## src/alu_settings.svh

```systemverilog
`ifndef ALU_SETTINGS_SVH
`define ALU_SETTINGS_SVH

// ####################
// Cluster sizing.
// ####################

// Operand and result width.
`define ALU_DATA_WIDTH  16
`define ALU_FIFO_DEPTH  4     // Entries per client queue.
`define ALU_NUM_CLIENTS 2     // Peer clients sharing the ALU.

`endif

```

## src/alu_pkg.sv

```systemverilog
`include "alu_settings.svh"

package alu_pkg;

   // ####################
   // Operation codes.
   // ####################
   typedef enum logic [1:0] {
      OP_ADD = 2'd0,
      OP_SUB = 2'd1,
      OP_MUL = 2'd2,
      OP_DIV = 2'd3
   } alu_op_e;

   typedef struct packed {
      alu_op_e                          op;
      logic signed [`ALU_DATA_WIDTH-1:0] a;
      logic signed [`ALU_DATA_WIDTH-1:0] b;
   } alu_req_t;

   typedef struct packed {
      logic signed [`ALU_DATA_WIDTH-1:0] q;
      logic                              ovf;    // Signed overflow of add or sub.
      logic                              zero;   // Divide by zero.
   } alu_rsp_t;

   typedef logic [$clog2(`ALU_NUM_CLIENTS)-1:0] client_id_t;

   // Request with the client that issued it.
   typedef struct packed {
      alu_req_t   req;
      client_id_t id;
   } alu_tag_req_t;

endpackage

```

## src/alu_req_fifo.sv

```systemverilog
`timescale 1ns/1ps
`include "alu_settings.svh"

module alu_req_fifo #(
   parameter type T     = alu_pkg::alu_req_t,
   parameter int  DEPTH = `ALU_FIFO_DEPTH
) (
   input  logic i_clk,
   input  logic i_nrst,
   input  logic i_push,
   input  T     i_data,
   input  logic i_pop,
   output T     o_head,
   output logic o_empty,
   output logic o_full
);

   localparam int PTR_W = (DEPTH > 1) ? $clog2(DEPTH) : 1;
   localparam int CNT_W = $clog2(DEPTH + 1);

   T                 mem [DEPTH];
   logic [PTR_W-1:0] wr_ptr;
   logic [PTR_W-1:0] rd_ptr;
   logic [CNT_W-1:0] count;
   logic             do_push;
   logic             do_pop;

   assign do_push = i_push & ~o_full;
   assign do_pop  = i_pop & ~o_empty;
   assign o_empty = (count == '0);
   assign o_full  = (count == CNT_W'(DEPTH));
   assign o_head  = mem[rd_ptr];

   always_ff @(posedge i_clk) begin
      if (do_push)
         mem[wr_ptr] <= i_data;
   end

   // ####################
   // Pointers and fill level.
   // ####################
   always_ff @(posedge i_clk or negedge i_nrst) begin
      if (!i_nrst) begin
         wr_ptr <= '0;
         rd_ptr <= '0;
         count  <= '0;
      end else begin
         if (do_push)
            wr_ptr <= (wr_ptr == PTR_W'(DEPTH - 1)) ? '0 : wr_ptr + 1'b1;
         if (do_pop)
            rd_ptr <= (rd_ptr == PTR_W'(DEPTH - 1)) ? '0 : rd_ptr + 1'b1;
         case ({do_push, do_pop})
            2'b10:   count <= count + 1'b1;
            2'b01:   count <= count - 1'b1;
            default: ;                        // Both or neither.
         endcase
      end
   end

endmodule

```

## config.mk

```make
export PLATFORM = sky130hd
export DESIGN_NAME = alu_req_fifo
export DESIGN_NICKNAME = d
export VERILOG_FILES = /design/src/alu_pkg.sv /design/src/alu_req_fifo.sv
export VERILOG_INCLUDE_DIRS = /design/src
export SDC_FILE = /design/constraint.sdc
export NUM_CORES = 1
export LEC_CHECK = 0
export ABC_AREA = 1
export BUFFER_PORTS_ARGS = -buffer_cell sky130_fd_sc_hd__buf_2
export CAP_MARGIN = 20
export CORE_ASPECT_RATIO = 0.8
export CORE_MARGIN = 2
export CORE_UTILIZATION = 45
export DETAILED_ROUTE_END_ITERATION = 8
export GPL_ROUTABILITY_DRIVEN = 0
export GPL_TIMING_DRIVEN = 0
export HOLD_SLACK_MARGIN = 0.05
export MAX_ROUTING_LAYER = met4
export PLACE_DENSITY = 0.65
export SLEW_MARGIN = 20
export SYNTH_ARGS = -nofsm -noshare
export SYNTH_HDL_FRONTEND = slang
export SYNTH_SLANG_ARGS = --single-unit
```

## constraint.sdc

```tcl
create_clock -name i_clk -period 5.9 [get_ports i_clk]
set_input_delay 0.295 -clock i_clk [delete_from_list [all_inputs] [get_ports i_clk]]
set_output_delay 0.295 -clock i_clk [all_outputs]
set_load 0.05 [all_outputs]
```

==> impl_metrics.py, run 1 <==
metrics = {
    "placed_design": {
        "dp_cells": 709,
        "dp_hpwl_um": 7660,
        "detailedPlace.worstSlack_ns": 3.75,
        "io_buffers": 73,
    },
    "clock_tree": {
        "root_buffer": "clkbuf_16",
        "clkSinkCount": 143,
        "h-tree-depth": 4,
        "insertion_delay_ns": 0.41,
        "cts_buffers": 17,
        "cts.clk_slew.worst_paths_ns": 0.06,
        "postCtsSetupBuffers": 0,
        "cts_tree": "built",
        "clockBufferDepth": 2,
    },
    "finish": {
        "fin_nets": 599,
        "layout.cells.non_filler": 741,
        "area_delta_synth_final_pct": 21.5,
        "fill_cells": 1047,
        "drive_above_1_share": 0.229,
        "post-route-util": 0.555,
    },
    "sta": {
        "finalSetupViolCount": 0,
        "period_needed_ns": 2.18,
        "setup_tns_ns": 0,
        "slew_violations": 0,
        "finalClockSkew_ns": 0.0104,
        "postLayoutSetupSlackWorst_ns": 3.72,
        "max_slew_margin": 0.593,
        "finalCritPeriodShare": 0.369,
        "clock.fmax_mhz": 459,
        "hold_violations": 0,
        "worst_slew_pin_slew_ns": 0.611,
        "rsz0062_at_grt": "no",
    },
    "critical_path": {
        "critical_path_required_ns": 5.61,
        "rrSetupSlack_ns": 3.75,
        "reg2reg_from": "count[0]",
        "r2r_end": "count[2]",
        "critPathKind": "register to output pin",
        "crit_arrival_ns": 1.88,
        "critPathCaptureType": "output pin",
        "reg2reg_depth": 10,
        "worstSetupStartpointType": "register",
        "critPathMaxFanout": 10,
    },
    "synth": {
        "synthFlopType": "edfxtp_1",
        "synth.most_common_cell": "edfxtp_1",
        "synth_common_cells": "136 x edfxtp_1, 117 x nand2_1, 83 x inv_1, 68 x o211ai_1, 16 x buf_2",
        "netlist_area_um2": 5820,
        "yosysUniqueCellTypes": 16,
        "syn_nets": 502,
        "netlist_top_cells_area": "edfxtp_1 70%, o211ai_1 8.8%, nand2_1 7.5%",
        "synth-edff-count": 136,
        "synth_async_sr_flop_share": 0.0490,
        "seq_area_frac_synth": 0.732,
        "yosysWarnings": 0,
        "syn_inst": 457,
        "postSynthAreaPerCell_um2": 12.7,
        "synth_top_area_frac": 0.702,
        "synth_seq_cells": 143,
        "synth_top_area_cell": "edfxtp_1",
    },
    "routing": {
        "detail-route-antenna-nets": 0,
        "post_drt_via_cell_ratio": 4.81,
        "wl_per_cell_um": 16.1,
        "drtIter0Drc": 229,
        "drc_errors": 0,
        "vias": 3567,
        "first_pass_iters": 5,
        "wl_um": 11900,
    },
    "global_route": {
        "antenna_found_initial": 2,
        "grt_pass1_wl_um": 19200,
        "grt_pass1_vias": 3646,
        "overflow": 0,
        "grt_start_max_net_pins": 22,
        "track_usage": 0.191,
    },
    "die": {
        "start_util": 0.457,
        "ios": 74,
        "dieWidth_um": 131,
        "num_rows": 37,
        "core_area_um2": 12700,
        "die_height_um": 106,
        "fp.dieArea_um2": 13900,
    },
    "job": {
        "cap_violations": 0,
    },
    "worst_hold_path": {
        "min_to": "mem[2][28]",
        "holdPathStages": 1,
        "hp-class": "input pin to register",
        "hp-start": "i_data[28]",
    },
    "power": {
        "fin_total_pwr_uw": 4160,
        "p_leak_uw": 0.00290,
        "power_density_nw_per_um2": 589,
        "vdd_drop_max_mv": 0.399,
    },
    "status": {
        "status": "finished clean",
    },
}
-- critical path: stages, from the launching register on --
cell,delay [ns]
dfrtp_1,0.38
buf_2,0.19
inv_2,0.14
buf_2,0.28
o211ai_1,0.13
nand2_1,0.09
buf_2,0.26
-- sequential cells by signal (all words and copies together), names as in the netlist --
register	cells
count	3
wr_ptr	2
rd_ptr	2
mem	136
-- cells in the final DEF (no fill, tap or decap), types with 2 or more instances in the layout --
master / instances
buf_4: 5
inv_1: 83
o211ai_1: 68
clkinv_1: 3
buf_16: 2
nor2_1: 2
edfxtp_1: 136
clkinv_4: 3
nand2_1: 117
nand3_1: 7
nor2_4: 4
dfrtp_1: 7
buf_12: 2
diode_2: 2
buf_2: 89
ha_1: 6
clkinv_2: 2
clkinvlp_4: 3
clkbuf_16: 17
-- worst max-delay path by stage --
stage	startpoint	end	slack, ns	cells past startpoint
2_1_floorplan	count[0]	mem[0][0]	3.33	4
3_3_place_gp	count[0]	mem[3][18]	2.10	4
3_5_place_dp	count[0]	count[2]	3.75	10
4_1_cts	rd_ptr[1]	o_head[17]	3.69	6
5_1_grt	count[0]	count[2]	3.53	10
6_report	rd_ptr[1]	o_head[17]	3.72	6
-- cell type report --
class	count	area [um2]	share of cell area
buffer	22	121	0.0172
antenna	2	5.00	0.000708
clock inverter	12	100	0.0142
sequential	143	4260	0.603
clock buffer	17	425	0.0602
inverter	84	315	0.0446
multi-input combinational	208	1150	0.163
timing repair buffer	78	470	0.0666
tap	175	219	0.0310
-- metrics by stage --
step           hold WS [ns]  cell area, um2
2_1_floorplan     -0.000591            5820
3_3_place_gp          0.133            6400
3_5_place_dp          0.142            6530
4_1_cts              0.0846            7060
5_1_grt              0.0897            7070
6_report             0.0961            7070
-- report_power, final --
part           total [uW]  internal (uW)  switching [uW]
sequential           1390           1340            54.6
clock                 953            567             386
combinational        1820            446            1370
-- routing by layer --
metal  share of wire  global-route usage  vias to the layer above
met3           0.074              0.0568                       10
li1                -                   -                     1767
met2            0.48               0.301                      116
met5               0                   -                        -
met1            0.44               0.243                     1674
met4          0.0089              0.0551                        0
-- logic make-up after synthesis --
kind of cell,synth area share
AO/OA/AOI/OAI,0.0886
XOR/XNOR,0.00151
adder cells (fa/ha/maj),0.0163
buffers and inverters,0.0751
flip-flops,0.732
AND/OR/NAND/NOR,0.0865
-- timing repair --
item,CTS,global route
hold buffers,1,0
hold endpoints to repair,7,0
gates resized for setup,0,0
Power figures use the tool's default switching activity.
==> run 2, diff against run 1 <==
==> constraint.sdc (replaced) <==
create_clock -name i_clk -period 2.15 [get_ports i_clk]
set_input_delay 0.1075 -clock i_clk [delete_from_list [all_inputs] [get_ports i_clk]]
set_output_delay 0.1075 -clock i_clk [all_outputs]
set_load 0.05 [all_outputs]
==> impl_metrics.py, run 2 (same netlist as run 1, synthesis figures left out) <==
metrics = {
    "status": {
        "status": "finished clean",
    },
    "sta": {
        "slew_violations": 0,
        "period_needed_ns": 1.98,
        "max_slew_margin": 0.584,
        "clock.fmax_mhz": 505,
        "whs_ns": 0.0662,
        "worst_slew_pin_slew_ns": 0.624,
        "rsz0062_at_grt": "no",
        "finalClockSkew_ns": 0.00942,
        "finalSetupViolCount": 0,
        "hold_violations": 0,
        "finalCritPeriodShare": 0.922,
    },
    "finish": {
        "antenna_cells": 0,
        "fin_nets": 637,
        "drive_above_1_share": 0.219,
        "final_common_cell": "edfxtp_1",
        "final_cell_mix": "136 x edfxtp_1, 116 x nand2_1, 89 x buf_2",
        "area_delta_synth_final_pct": 28.0,
        "post-route-util": 0.585,
        "largest_reg_flops": 136,
        "top_register": "mem",
        "reg_top3": "mem: 136 flops, count: 3 flops",
    },
    "global_route": {
        "grt_pass1_wl_um": 19800,
        "grt_start_max_net_pins": 22,
        "grt_pass1_vias": 3814,
        "track_usage": 0.195,
        "overflow": 0,
        "antenna_found_initial": 0,
    },
    "critical_path": {
        "crit_arrival_ns": 1.87,
        "worstSetupStartpointType": "register",
        "critPathCaptureType": "output pin",
        "critical_path_required_ns": 2.04,
        "critPathMaxFanout": 10,
        "critPathKind": "register to output pin",
        "reg2reg_depth": 6,
    },
    "routing": {
        "post_drt_via_cell_ratio": 4.76,
        "met2WireLength_um": 5870,
        "detail-route-antenna-nets": 0,
        "first_pass_iters": 5,
        "drtIter0Drc": 245,
        "route.layer.met1.wl_um": 5450,
        "highest_layer": "met4",
        "drc_errors": 0,
        "vias": 3699,
        "wl_um": 12100,
        "wl_per_cell_um": 15.6,
        "wl_met3_um": 685,
    },
    "clock_tree": {
        "clkSinkCount": 143,
        "insertion_delay_ns": 0.41,
        "clockBufferDepth": 2,
        "cts_tree": "built",
        "h-tree-depth": 4,
        "root_buffer": "clkbuf_16",
        "cts.clk_slew.worst_paths_ns": 0.06,
        "cts_buffers": 17,
    },
    "placed_design": {
        "io_buffers": 73,
        "dp_hpwl_um": 7660,
    },
    "die": {
        "core_area_um2": 12700,
        "dieWidth_um": 131,
        "ios": 74,
        "fp.dieArea_um2": 13900,
        "die_height_um": 106,
        "start_util": 0.457,
        "num_rows": 37,
    },
    "job": {
        "cap_violations": 0,
    },
    "worst_hold_path": {
        "hp-class": "input pin to asynchronous set/reset pin",
    },
    "power": {
        "vdd_drop_max_mv": 1.09,
        "power_density_nw_per_um2": 1540,
        "p_leak_uw": 0.00306,
    },
}
[run 2: what timing repair did]
| action | in CTS | in global routing |
|---|---|---|
| resized for setup | 1 | 1 |
| hold endpoints to repair | 147 | 0 |
| hold buffers | 37 | 0 |
| pin swaps | 0 | 1 |
| setup buffers | 0 | 2 |
| endpoints found under the setup margin | 1 | 1 |
[run 2: per-layer routing]
layer,global-route usage,vias to the layer above
met5,-,-
met2,0.314,108
li1,-,1844
met1,0.248,1739
met4,0.0528,0
met3,0.0515,8
[run 2: path summary, 6_finish.rpt]
path / start / endpoint / slack (ns)
max in group asynchronous: i_nrst / wr_ptr[1] / 1.92
worst min register to register: count[0] / count[0] / 0.48
worst max-delay path: rd_ptr[0] / o_head[33] / 0.17
min in group i_clk: i_data[27] / mem[2][27] / 0.45
worst max register to register: count[0] / mem[1][25] / 0.22
worst min-delay path: i_nrst / count[2] / 0.07
[run 2: stage by stage]
stage	cell area (um2)	instances	setup TNS, ns	worst slack [ns]	total power, uW
final	7450	777	0	0.168	11500
after global routing	7450	777	0	0.0209	12100
after CTS	7430	775	0	0.130	11600
after detailed placement	6530	709	0	0.00222	8910
after global placement	6400	705	-220.98	-1.65	8720
after floorplan	5820	457	-57.01	-0.419	7470
[run 2: power by group]
part | internal, uW | switching, uW
registers | 3670 | 149
logic | 1280 | 3780
clock network | 1550 | 1060
[run 2: layout make-up]
class,count,area [um2]
buffer,22,121
clock buffer,17,425
clock inverter,12,100
fill,1024,5290
inverter,84,315
multi-input combinational,208,1160
sequential,143,4260
tap,175,219
timing repair buffer,116,846
[run 2: critical path: stages (launching register included)]
cell and delay (ns):
dfrtp_1 0.38, clkbuf_1 0.50, o211ai_1 0.18, nand2_1 0.13
buf_2 0.28
==> run 3, diff against run 2 <==
--- a/config.mk
+++ b/config.mk
@@ -7,13 +7,13 @@
 export NUM_CORES = 1
 export LEC_CHECK = 0
 export ABC_AREA = 1
-export BUFFER_PORTS_ARGS = -buffer_cell sky130_fd_sc_hd__buf_2
+export BUFFER_PORTS_ARGS = -buffer_cell sky130_fd_sc_hd__buf_4
 export CAP_MARGIN = 20
 export CORE_ASPECT_RATIO = 0.8
 export CORE_MARGIN = 2
 export CORE_UTILIZATION = 45
 export DETAILED_ROUTE_END_ITERATION = 8
-export GPL_ROUTABILITY_DRIVEN = 0
+export GPL_ROUTABILITY_DRIVEN = 1
 export GPL_TIMING_DRIVEN = 0
 export HOLD_SLACK_MARGIN = 0.05
 export MAX_ROUTING_LAYER = met4
==> impl_metrics.py, run 3 (same netlist as run 1, synthesis figures left out) <==
metrics = {
    "routing": {
        "drtIter0Drc": 261,
        "first_pass_iters": 6,
        "post_drt_via_cell_ratio": 4.85,
        "wl_um": 12300,
        "detail-route-antenna-nets": 0,
        "vias": 3789,
        "wl_per_cell_um": 15.7,
        "drc_errors": 0,
    },
    "clock_tree": {
        "cts_buffers": 17,
        "root_buffer": "clkbuf_16",
        "cts_tree": "built",
        "h-tree-depth": 4,
        "insertion_delay_ns": 0.41,
        "cts.clk_slew.worst_paths_ns": 0.06,
        "clkSinkCount": 143,
        "clockBufferDepth": 2,
    },
    "sta": {
        "finalClockSkew_ns": 0.00791,
        "finalCritPeriodShare": 0.916,
        "clock.fmax_mhz": 508,
        "finalSetupViolCount": 0,
        "whs_ns": 0.436,
        "worst_slew_pin_slew_ns": 0.636,
        "period_needed_ns": 1.97,
        "rsz0062_at_grt": "no",
        "slew_violations": 0,
        "postLayoutSetupSlackWorst_ns": 0.180,
        "hold_violations": 0,
        "max_slew_margin": 0.575,
    },
    "worst_hold_path": {
        "holdPathStages": 2,
        "hp-start": "i_data[20]",
        "min_to": "mem[2][20]",
        "hp-class": "input pin to register",
    },
    "critical_path": {
        "rrSetupSlack_ns": 0.23,
        "critPathKind": "register to output pin",
        "cp_common_cell": "nand2_1",
        "critPathMaxStageDelay_ns": 0.51,
        "path_buf_inv": 2,
        "cp_cell_sequence": "clkbuf_1 -> nand2_1 -> o211ai_1 -> nand2_1 -> buf_4",
        "r2r_end": "mem[1][25]",
        "reg2reg_from": "count[0]",
        "crit_arrival_ns": 1.86,
        "worstSetupStartpointType": "register",
        "slowest_stage": "clkbuf_1",
        "reg2reg_depth": 6,
        "critPathMaxFanout": 10,
        "critPathCaptureType": "output pin",
        "critical_path_required_ns": 2.04,
        "path_delay_family": "buffers and inverters",
    },
    "die": {
        "dieWidth_um": 131,
        "ios": 74,
        "die_height_um": 106,
        "start_util": 0.457,
        "core_area_um2": 12700,
        "fp.dieArea_um2": 13900,
        "num_rows": 37,
    },
    "placed_design": {
        "io_buffers": 73,
        "dp_hpwl_um": 7600,
        "gp_congestion": 0.752,
        "post_dp_cell_area_um2": 6740,
        "detailedPlace.worstSlack_ns": 0.00642,
    },
    "global_route": {
        "overflow": 0,
        "grt_pass1_wl_um": 19700,
        "antenna_found_initial": 0,
        "grt_start_max_net_pins": 24,
        "grt_pass1_vias": 3894,
        "track_usage": 0.195,
    },
    "job": {
        "cap_violations": 0,
    },
    "finish": {
        "largest_reg_flops": 136,
        "top_register": "mem",
        "antenna_cells": 0,
        "final_common_cell": "edfxtp_1",
        "area_delta_synth_final_pct": 33.0,
        "reg_top3": "mem: 136 flops, count: 3 flops",
        "fin_area_um2": 7740,
        "drive_above_1_share": 0.221,
        "fin_nets": 639,
        "final_cell_mix": "136 x edfxtp_1, 116 x nand2_1, 83 x inv_1",
    },
    "power": {
        "vdd_drop_max_mv": 0.961,
        "power_density_nw_per_um2": 1580,
        "p_leak_uw": 0.00318,
        "fin_total_pwr_uw": 12200,
    },
    "status": {
        "status": "finished clean",
    },
}
==> run 3: worst register-to-register path: cells and delay by family (launching register included) <==
kind	cells	cell delay [ns]
buffers and inverters	3	0.49
flip-flops	1	0.36
AND/OR/NAND/NOR	3	0.77
==> run 3: worst max-delay path by stage <==
stage	from	to	slack (ns)	cells after the start
floorplan	count[0]	mem[0][0]	-0.42	4
global placement	count[0]	mem[3][18]	-1.65	4
detailed placement	count[0]	count[2]	0.006	10
CTS	count[0]	count[2]	0.15	10
global route	count[0]	count[2]	0.05	10
finish	rd_ptr[0]	o_head[26]	0.18	5
==> run 3: metrics by stage <==
stage                     cells   util  setup TNS (ns)
after floorplan             457      -          -57.01
after global placement      705  0.517         -220.53
after detailed placement    710  0.529               0
after CTS                   779  0.606               0
after global routing        781  0.608               0
final                       781  0.608               0
==> run 3: layout make-up <==
class	instances	area [um2]
inverters	84	315
multi-input cells	208	1160
clock buffers	18	429
fillers	982	4990
plain buffers	22	121
well taps	175	219
flip-flops and latches	143	4260
repair buffers	118	1070
clock inverters	13	170
==> run 3: layer usage <==
metal	share of wire	track usage	wire length, um
met1	0.43	0.239	5280
met4	0.0080	0.0652	98
met5	0	-	0
met2	0.49	0.323	6050
met3	0.067	0.0452	819
==> run 3: what timing repair did <==
item | 4_1_cts | 5_1_grt
setup endpoints to repair | 1 | 1
setup buffers | 0 | 2
hold buffers | 38 | 0
pin swaps | 0 | 1
resized for setup | 1 | 1
hold endpoints to repair | 147 | 0
==> run 3: report_power, final <==
part / internal, uW / leakage [uW] / switching (uW)
combinational: 1610 / 0.00156 / 3840
sequential: 3670 / 0.00133 / 146
clock: 1920 / 0.000288 / 1050
