===== src/alu_settings.svh =====
`ifndef ALU_SETTINGS_SVH
`define ALU_SETTINGS_SVH

// ####################
// Cluster sizing.
// ####################

// Operand and result width.
`define ALU_DATA_WIDTH  16
`define ALU_FIFO_DEPTH  4     // Entries per client queue.
`define ALU_NUM_CLIENTS 2     // Peer clients sharing the ALU.

`endif


===== src/alu_pkg.sv =====
`include "alu_settings.svh"

package alu_pkg;

   // ####################
   // Operation codes.
   // ####################
   typedef enum logic [1:0] {
      OP_ADD = 2'd0,
      OP_SUB = 2'd1,
      OP_MUL = 2'd2,
      OP_DIV = 2'd3
   } alu_op_e;

   typedef struct packed {
      alu_op_e                          op;
      logic signed [`ALU_DATA_WIDTH-1:0] a;
      logic signed [`ALU_DATA_WIDTH-1:0] b;
   } alu_req_t;

   typedef struct packed {
      logic signed [`ALU_DATA_WIDTH-1:0] q;
      logic                              ovf;    // Signed overflow of add or sub.
      logic                              zero;   // Divide by zero.
   } alu_rsp_t;

   typedef logic [$clog2(`ALU_NUM_CLIENTS)-1:0] client_id_t;

   // Request with the client that issued it.
   typedef struct packed {
      alu_req_t   req;
      client_id_t id;
   } alu_tag_req_t;

endpackage


===== src/adder.sv =====
`timescale 1ns/1ps

module adder #(
   parameter int DATA_WIDTH = 8
) (
   input  logic signed [DATA_WIDTH-1:0] i_a,
   input  logic signed [DATA_WIDTH-1:0] i_b,
   output logic signed [DATA_WIDTH-1:0] o_q,
   output logic                         o_ovf
);

   logic sign_a;
   logic sign_b;
   logic sign_q;

   assign o_q    = i_a + i_b;
   assign sign_a = i_a[DATA_WIDTH-1];
   assign sign_b = i_b[DATA_WIDTH-1];
   assign sign_q = o_q[DATA_WIDTH-1];

   // Like signs in, other sign out.
   assign o_ovf  = (sign_a == sign_b) && (sign_q != sign_a);

endmodule


===== src/sequential_alu.sv =====
`timescale 1ns/1ps
`include "alu_settings.svh"

module sequential_alu #(
   parameter int DATA_WIDTH = `ALU_DATA_WIDTH
) (
   input  logic                  i_clk,
   input  logic                  i_nrst,
   input  logic                  i_start,
   input  alu_pkg::alu_tag_req_t i_cmd,
   output logic                  o_busy,
   output logic                  o_done,
   output alu_pkg::alu_rsp_t     o_rsp,
   output alu_pkg::client_id_t   o_tag
);

   localparam int                    CNT_W = $clog2(DATA_WIDTH + 1);
   localparam int                    MSB   = DATA_WIDTH - 1;
   localparam logic [DATA_WIDTH-1:0] ONE   = DATA_WIDTH'(1);

   typedef enum logic [2:0] {
      SM_IDLE,
      SM_SIGN_B,
      SM_SIGN_Q,
      SM_MUL,
      SM_DIV_SHIFT,
      SM_DIV_CMP,
      SM_DIV_CNT
   } state_e;

   state_e                       state;
   state_e                       run_state;
   alu_pkg::alu_req_t            req;
   logic [DATA_WIDTH-1:0]        a;          // Multiplier or dividend magnitude.
   logic [DATA_WIDTH-1:0]        b;          // Multiplicand or divisor magnitude.
   logic [DATA_WIDTH-1:0]        r;          // Partial remainder.
   logic [DATA_WIDTH-1:0]        acc;        // Product or quotient.
   logic [CNT_W-1:0]             cnt;
   logic                         op_mul;
   logic                         neg;
   logic                         ovf;
   logic                         zero;
   logic                         a_neg;
   logic                         b_neg;
   logic                         is_mul;
   logic                         mul_last;
   logic                         carry;
   logic                         div_ge;
   logic signed [DATA_WIDTH-1:0] adder_a;
   logic signed [DATA_WIDTH-1:0] adder_b;
   logic signed [DATA_WIDTH-1:0] adder_q;
   logic                         adder_ovf;

   assign req       = i_cmd.req;
   assign a_neg     = req.a[MSB];
   assign b_neg     = req.b[MSB];
   assign is_mul    = (req.op == alu_pkg::OP_MUL);
   assign run_state = ((state == SM_IDLE) ? is_mul : op_mul) ? SM_MUL : SM_DIV_SHIFT;
   assign mul_last  = (a[DATA_WIDTH-1:1] == '0);

   // Carry out of ~r + b, set when r < b.
   assign carry  = (adder_a[MSB] & adder_b[MSB]) |
                   ((adder_a[MSB] | adder_b[MSB]) & ~adder_q[MSB]);
   assign div_ge = ~carry;

   assign o_rsp = '{q: acc, ovf: ovf, zero: zero};

   // ####################
   // Shared adder.
   // ####################
   always_comb begin
      adder_a = '0;
      adder_b = '0;
      case (state)
         SM_IDLE: begin
            case (req.op)
               alu_pkg::OP_ADD: begin
                  adder_a = req.a;
                  adder_b = req.b;
               end
               alu_pkg::OP_SUB: begin
                  adder_a = ~req.a;           // a - b is ~(~a + b).
                  adder_b = req.b;
               end
               default: begin
                  adder_a = a_neg ? ~req.a : ~req.b;
                  adder_b = ONE;
               end
            endcase
         end
         SM_SIGN_B: begin
            adder_a = ~b;
            adder_b = ONE;
         end
         SM_SIGN_Q: begin
            adder_a = ~acc;
            adder_b = ONE;
         end
         SM_MUL: begin
            adder_a = acc;
            adder_b = b;
         end
         SM_DIV_CMP: begin
            adder_a = ~r;                     // Difference is ~sum.
            adder_b = b;
         end
         SM_DIV_CNT: begin
            adder_a = DATA_WIDTH'(cnt);
            adder_b = ONE;
         end
         default: ;
      endcase
   end

   adder #(
      .DATA_WIDTH (DATA_WIDTH)
   ) u_adder (
      .i_a   (adder_a),
      .i_b   (adder_b),
      .o_q   (adder_q),
      .o_ovf (adder_ovf)
   );

   // ####################
   // Control.
   // ####################
   always_ff @(posedge i_clk or negedge i_nrst) begin
      if (!i_nrst) begin
         state  <= SM_IDLE;
         o_busy <= 1'b0;
         o_done <= 1'b0;
         o_tag  <= '0;
         op_mul <= 1'b0;
         neg    <= 1'b0;
         ovf    <= 1'b0;
         zero   <= 1'b0;
         cnt    <= '0;
         acc    <= '0;
         a      <= '0;
         b      <= '0;
         r      <= '0;
      end else begin
         o_done <= 1'b0;
         if (o_done)
            o_busy <= 1'b0;
         case (state)
            SM_IDLE: begin
               if (i_start) begin
                  o_busy <= 1'b1;
                  o_tag  <= i_cmd.id;
                  op_mul <= is_mul;
                  neg    <= a_neg ^ b_neg;
                  ovf    <= 1'b0;
                  zero   <= 1'b0;
                  cnt    <= '0;
                  acc    <= '0;
                  r      <= '0;
                  a      <= req.a;
                  b      <= req.b;
                  if (req.op == alu_pkg::OP_ADD || req.op == alu_pkg::OP_SUB) begin
                     acc    <= (req.op == alu_pkg::OP_SUB) ? ~adder_q : adder_q;
                     ovf    <= adder_ovf;
                     o_done <= 1'b1;
                  end else if (!is_mul && req.b == '0) begin
                     zero   <= 1'b1;
                     o_done <= 1'b1;
                  end else begin
                     state <= (a_neg && b_neg) ? SM_SIGN_B : run_state;
                     if (a_neg)
                        a <= adder_q;
                     else if (b_neg)
                        b <= adder_q;
                  end
               end
            end
            SM_SIGN_B: begin
               b     <= adder_q;
               state <= run_state;
            end
            SM_SIGN_Q: begin
               acc    <= adder_q;
               o_done <= 1'b1;
               state  <= SM_IDLE;
            end
            SM_MUL: begin
               if (a[0])
                  acc <= adder_q;
               a <= a >> 1;
               b <= b << 1;
               if (mul_last) begin
                  o_done <= ~neg;
                  state  <= neg ? SM_SIGN_Q : SM_IDLE;
               end
            end
            SM_DIV_SHIFT: begin
               r     <= {r[DATA_WIDTH-2:0], a[MSB]};
               a     <= a << 1;
               state <= SM_DIV_CMP;
            end
            SM_DIV_CMP: begin
               if (div_ge)
                  r <= ~adder_q;
               acc   <= {acc[DATA_WIDTH-2:0], div_ge};
               state <= SM_DIV_CNT;
            end
            SM_DIV_CNT: begin
               cnt <= adder_q[CNT_W-1:0];
               if (adder_q == DATA_WIDTH'(DATA_WIDTH)) begin
                  o_done <= ~neg;
                  state  <= neg ? SM_SIGN_Q : SM_IDLE;
               end else begin
                  state <= SM_DIV_SHIFT;
               end
            end
            default: state <= SM_IDLE;
         endcase
      end
   end

endmodule

===== config.mk =====
export PLATFORM = sky130hd
export DESIGN_NAME = sequential_alu
export DESIGN_NICKNAME = d
export VERILOG_FILES = /design/src/alu_pkg.sv /design/src/adder.sv /design/src/sequential_alu.sv
export VERILOG_INCLUDE_DIRS = /design/src
export SDC_FILE = /design/constraint.sdc
export NUM_CORES = 1
export LEC_CHECK = 0
export ABC_AREA = 0
export BUFFER_PORTS_ARGS = -buffer_cell sky130_fd_sc_hd__clkbuf_2
export CAP_MARGIN = 20
export CORE_AREA = 2 2 142 144
export DETAILED_ROUTE_END_ITERATION = 10
export DIE_AREA = 0 0 144 146
export SETUP_SLACK_MARGIN = 0.02
export SLEW_MARGIN = 20
export SYNTH_ARGS = -nofsm -noshare
export SYNTH_HDL_FRONTEND = slang
export SYNTH_SLANG_ARGS = --single-unit

===== constraint.sdc =====
create_clock -name i_clk -period 8.1 [get_ports i_clk]
set_input_delay 1.215 -clock i_clk [delete_from_list [all_inputs] [get_ports i_clk]]
set_output_delay 1.215 -clock i_clk [all_outputs]
set_load 0.01 [all_outputs]

==> results.sh, run 1 <==
export IMPL_core_sq_mm=0.0193
export IMPL_drive_gt1_share_pct=11.8
export IMPL_cp_arrival_ns=6.67
export IMPL_place_hpwl_um=19100
export IMPL_skew_ns=0.00717
export IMPL_start_util_pct=34.9
export IMPL_dr_pass1_iters=6
export IMPL_placed_cell_area_sq_mm=0.00725
export IMPL_rows=51
export IMPL_synth_compound_area_share_pct=31.7
export IMPL_path_max_fanout=45
export IMPL_hold_viol=0
export IMPL_layout_commonest_cell="nor2_1"
export IMPL_grt_max_degree=57
export IMPL_clock_sinks=79
export IMPL_worst_hold_slack_ns=0.465
export IMPL_r2r_start="state[1]"
export IMPL_die_w_um=144
export IMPL_cts_root_buf="clkbuf_16"
export IMPL_grt_pass1_wl_um=40000
export IMPL_synth_avg_cell_area_sq_um=7.47
export IMPL_routed_via_count=7254
export IMPL_synth_xor_area_share_pct=3.12
export IMPL_grt_antenna_before_repair=0
export IMPL_ios=59
export IMPL_max_cap_viol_count=0
export IMPL_vdd_ir_drop_max_mv=0.179
export IMPL_drt_initial_drc_count=813
export IMPL_min_from="o_done"
export IMPL_crit_chain="clkbuf_2, nor2_1, a22o_1, ha_1, a211oi_1, o211ai_1, a21oi_1, o21ai_0, a21o_1, a21o_1, fa_1, nor2_1, nand3_1, a211oi_1, o2111ai_1, and4bb_2, o2111ai_1, o21ai_0"
export IMPL_layout_common_cells="nor2_1 (115), nand2_1 (111), a21oi_1 (77), dfrtp_1 (77), o21ai_0 (73)"
export IMPL_postCtsHoldBufs=0
export IMPL_critPathCaptureType="flip-flop"
export IMPL_netlist_area_leader_share_pct=29.3
export IMPL_critPathKind="input port to flip-flop"
export IMPL_crit_path_top_delay_cell="nor2_1"
export IMPL_insertion_delay_ns=0.35
export IMPL_cp_start_kind="input port"
export IMPL_h_tree_depth=3
export IMPL_areaGrowthSynthToFinish_pct=12.2
export IMPL_async_flop_share_pct=100
export IMPL_clkTransAtPathRegs_ns=0.06
export IMPL_final_cell_area_sq_mm=0.00756
export IMPL_total_power_w=0.00403
export IMPL_diodes=0
export IMPL_place_congestion=0.966
export IMPL_cts_tree="built"
export IMPL_slew_viol_final=0
export IMPL_crit_required_ns=8.36
export IMPL_path_buf_inv=1
export IMPL_worst_pin_slew_ns=1.12
export IMPL_max_clock_freq_mhz=156
export IMPL_ys_seq_area_share_pct=29.3
export IMPL_relSlewSlack_pct=24.5
export IMPL_grtUsageTotal_pct=25.2
export IMPL_post_drt_wl_per_cell_um=22.3
export IMPL_syn_inst=903
export IMPL_p_leak_nw=3.24
export IMPL_yosysUniqueCellTypes=69
export IMPL_post_cts_repair_setup_buffers=0
export IMPL_netlist_area_sq_mm=0.00674
export IMPL_crit_family="compound AO/OA/AOI/OAI gates"
export IMPL_cts_resized=0
export IMPL_tns_ns=0
export IMPL_fin_crit_ns=6.41
export IMPL_yosys_most_used_dff="dfrtp_1"
export IMPL_synth_top_family_by_area="compound AO/OA/AOI/OAI gates"
export IMPL_synth_top_area_cell="dfrtp_1"
export IMPL_final_nets=978
export IMPL_synth_fa_ha_area_share_pct=3.93
export IMPL_numCtsBuffers=9
export IMPL_design_die_area_sq_mm=0.0210
export IMPL_yosys_warnings=0
export IMPL_finalSetupViolations=0
export IMPL_drc=0
export IMPL_dp_slack_ns=1.49
export IMPL_synth_simple_gate_area_share_pct=22.2
export IMPL_startpoint="i_cmd[34]"
export IMPL_cellPowerDensity_mw_per_mm2=533
export IMPL_status="finished, final reports clean"
export IMPL_hold_path_class="flip-flop to flip-flop"
export IMPL_fin_ws_ns=1.69
export IMPL_grt_pass1_vias=6513
export IMPL_cts_buffer_depth=2
export IMPL_ant_nets=0
export IMPL_vias_per_cell=6.11
export IMPL_synthTopCellsByArea="dfrtp_1 (29%), nor2_1 (6.5%), nand2_1 (6.2%)"
export IMPL_io_buffers=58
export IMPL_synth_edff_count=0
export IMPL_synth_fp_nets=961
export IMPL_die_h_um=146
export IMPL_overflow=0
export IMPL_ys_seq_elements=79
export IMPL_routed_wl_um=26500
export IMPL_critPathMaxStageDelay_ns=1.01
export IMPL_synth_area_mux_share_pct=4.19
export IMPL_period_share_pct=79.1
export IMPL_rsz0062_at_grt="no"
[worst reg2reg max path, delay by kind of cell (launching register included)]
| kind | cells | cell delay [ns] |
|---|---|---|
| and+or+nand+nor | 5 | 2.15 |
| DFF | 1 | 0.56 |
| adders and majority gates | 2 | 0.86 |
| AOI/OAI and AO/OA | 11 | 2.47 |
[area by class of cell]
| cell class | count | area [sq um] |
|---|---|---|
| fillers | 2058 | 11800 |
| multi-input cells | 731 | 4420 |
| flip-flops and latches | 79 | 1980 |
| repair buffers | 78 | 458 |
| well taps | 265 | 332 |
| clock buffers | 10 | 229 |
| inverters | 21 | 78.8 |
| clock inverters | 4 | 72.6 |
[stage by stage]
stage | utilization [%] | cells
after floorplan | - | 903
after global placement | 37.4 | 1172
after CTS | 39.0 | 1187
after global routing | 39.1 | 1188
after detailed placement | 37.5 | 1173
final | 39.1 | 1188
[cells in the mapped netlist (all sizes together), types with 6 or more instances]
library cell  count
a21o             12
a21oi            77
a221oi           18
a22o             21
a22oi            23
a31oi            27
and3              6
buf              16
clkbuf           56
dfrtp            79
ha               18
inv              21
mux2i            26
nand2           111
nand2b           18
nand3            30
nor2            117
nor2b            12
nor3             16
nor4             10
o211ai           14
o21ai            77
o22ai             7
xnor2            19
[power by group]
part           internal, W  switching [W]
registers         0.000596       0.000236
logic             0.000943        0.00182
clock network     0.000266       0.000172
total              0.00180        0.00223
[path summary, 6_finish.rpt]
kind,to,slack (ns),depth (start not counted)
worst max-delay path,o_done,1.69,18
worst min-delay path,o_busy,0.46,1
worst max register to register,o_done,1.95,18
worst min register to register,o_busy,0.46,1
max in group asynchronous,r[7],6.28,2
min in group asynchronous,a[7],0.83,1
[state kept, by name (all words and copies together) (netlist names), 3 cells and up]
name,cells
state,3
cnt,5
b,16
a,16
r,16
acc,16
[per-layer routing]
layer / up-vias / routed length (um) / global-route usage, %
li1: 3347 / - / -
met3: 71 / 2530 / 5.10
met4: 0 / 1090 / 10.0
met1: 3448 / 11400 / 35.9
met2: 388 / 11400 / 37.0
met5: - / 0 / 0
[cells by family after synthesis]
logic type / Yosys count
mux: 28
flops: 79
simple gates: 336
compound gates: 323
xor+xnor: 24
fa+ha+maj: 20
buf+inv: 93
Note: power is estimated with default switching activity, not from simulation.
==> run 2, diff against run 1 <==
==> constraint.sdc (replaced) <==
create_clock -name i_clk -period 6.18 [get_ports i_clk]
set_input_delay 0.927 -clock i_clk [delete_from_list [all_inputs] [get_ports i_clk]]
set_output_delay 0.927 -clock i_clk [all_outputs]
set_load 0.01 [all_outputs]
==> run 2 against run 1 <==
Clock-buffer cell count unchanged. Register-to-register slack lost 1.5 ns. Design area rose by 0.98%. Highest routed layer unchanged. Via count up 1.3%. Hold slack lost 0.0080 ns. Non-clock buffer count is 8 higher. Routed wire length is essentially flat. Die area unchanged. Critical path depth up 2. Largest cell class unchanged.
==> results.sh, run 2 (same netlist as run 1, synthesis figures left out) <==
export IMPL_status="finished, final reports clean"
export IMPL_crit_required_ns=6.45
export IMPL_cp_arrival_ns=5.95
export IMPL_place_congestion=0.962
export IMPL_finalSetupViolations=0
export IMPL_grt_antenna_before_repair=0
export IMPL_design_die_area_sq_mm=0.0210
export IMPL_die_w_um=144
export IMPL_final_nets=986
export IMPL_grt_pass1_wl_um=39800
export IMPL_grt_pass1_vias=6518
export IMPL_period_share_pct=91.9
export IMPL_cts_root_buf="clkbuf_16"
export IMPL_post_cts_repair_setup_buffers=0
export IMPL_path_max_fanout=26
export IMPL_dr_pass1_iters=5
export IMPL_slew_viol_final=0
export IMPL_final_cell_area_sq_mm=0.00764
export IMPL_skew_ns=0.0110
export IMPL_ant_nets=0
export IMPL_diodes=0
export IMPL_h_tree_depth=3
export IMPL_areaGrowthSynthToFinish_pct=13.3
export IMPL_layout_common_cells="nor2_1 (115), nand2_1 (111), a21oi_1 (77), dfrtp_1 (77), o21ai_0 (73)"
export IMPL_grtUsageTotal_pct=25.0
export IMPL_fin_crit_ns=5.68
export IMPL_place_hpwl_um=19300
export IMPL_critPathCaptureType="flip-flop"
export IMPL_postCtsHoldBufs=0
export IMPL_layout_commonest_cell="nor2_1"
export IMPL_critPathKind="flip-flop to flip-flop"
export IMPL_worst_pin_slew_ns=1.17
export IMPL_vias_per_cell=6.14
export IMPL_ios=59
export IMPL_p_leak_nw=3.30
export IMPL_die_h_um=146
export IMPL_max_clock_freq_mhz=176
export IMPL_drt_initial_drc_count=803
export IMPL_grt_max_degree=49
export IMPL_numCtsBuffers=9
export IMPL_start_util_pct=34.9
export IMPL_vdd_ir_drop_max_mv=0.312
export IMPL_rows=51
export IMPL_clock_sinks=79
export IMPL_cellPowerDensity_mw_per_mm2=692
export IMPL_placed_cell_area_sq_mm=0.00731
export IMPL_cts_tree="built"
export IMPL_overflow=0
export IMPL_drc=0
export IMPL_startpoint="state[0]"
export IMPL_r2r_setup_slack_ns=0.50
export IMPL_clkTransAtPathRegs_ns=0.07
export IMPL_cts_buffer_depth=2
export IMPL_hold_viol=0
export IMPL_core_sq_mm=0.0193
export IMPL_tns_ns=0
export IMPL_drive_gt1_share_pct=12.9
export IMPL_routed_via_count=7351
export IMPL_hold_path_class="flip-flop to flip-flop"
export IMPL_utilization_pct=39.5
export IMPL_cts_resized=0
export IMPL_relSlewSlack_pct=21.2
export IMPL_routed_wl_um=26500
export IMPL_post_drt_wl_per_cell_um=22.1
export IMPL_r2r_start="state[0]"
export IMPL_io_buffers=58
export IMPL_min_from="o_done"
export IMPL_cp_start_kind="flip-flop"
export IMPL_insertion_delay_ns=0.36
export IMPL_rsz0062_at_grt="no"
export IMPL_max_cap_viol_count=0
-- run 2: layout make-up --
| class | count | area, sq um |
|---|---|---|
| clock buffer | 10 | 239 |
| clock inverter | 6 | 91.3 |
| fill | 1983 | 11700 |
| inverter | 21 | 78.8 |
| multi-input combinational | 731 | 4420 |
| sequential | 79 | 1980 |
| tap | 265 | 332 |
| timing repair buffer | 86 | 503 |
-- run 2: worst max-delay path, cell delays in order (launching register included) --
cell and delay (ns):
dfrtp_2 0.60, nor2b_1 0.22, buf_4 0.18, nand2_1 0.20, nand2_1 0.46, a22o_1 0.42, ha_1 0.31, a211oi_1 0.36
o211ai_1 0.23, a21oi_1 0.23, o21ai_0 0.13, a21o_1 0.20, a21o_1 0.19, fa_1 0.51, nor2_1 0.12, nand3_1 0.09
a211oi_1 0.24, o2111ai_1 0.14, and4bb_2 0.35, o2111ai_1 0.20, o21ai_0 0.22
-- run 2: power by group --
part	switching [W]	total (W)	internal [W]
Combinational	0.00234	0.00358	0.00124
Clock	0.000236	0.000603	0.000367
Sequential	0.000317	0.00110	0.000780
-- run 2: per-stage QoR --
| step | total power [W] | worst slack (ns) | std cells | hold WS, ns |
|---|---|---|---|---|
| 2_1_floorplan | 0.00339 | 0.618 | 903 | 0.440 |
| 3_3_place_gp | 0.00454 | 0.572 | 1182 | 0.441 |
| 3_5_place_dp | 0.00458 | 0.482 | 1182 | 0.451 |
| 4_1_cts | 0.00520 | 0.560 | 1198 | 0.463 |
| 5_1_grt | 0.00563 | 0.244 | 1198 | 0.497 |
| 6_report | 0.00528 | 0.499 | 1198 | 0.456 |
-- run 2: metal layers --
metal,vias to the layer above,track usage (%),routed length (um)
li1,3358,-,-
met1,3476,35.7,11500
met2,453,35.9,11400
met3,64,5.82,2610
met4,0,11.1,1010
met5,-,0,0
-- run 2: worst paths after layout --
| check | to | depth (start not counted) |
|---|---|---|
| max | o_done | 20 |
| min | o_busy | 1 |
| max reg2reg | o_done | 20 |
| min reg2reg | o_busy | 1 |
| max in group asynchronous | r[11] | 2 |
| min in group asynchronous | a[8] | 1 |
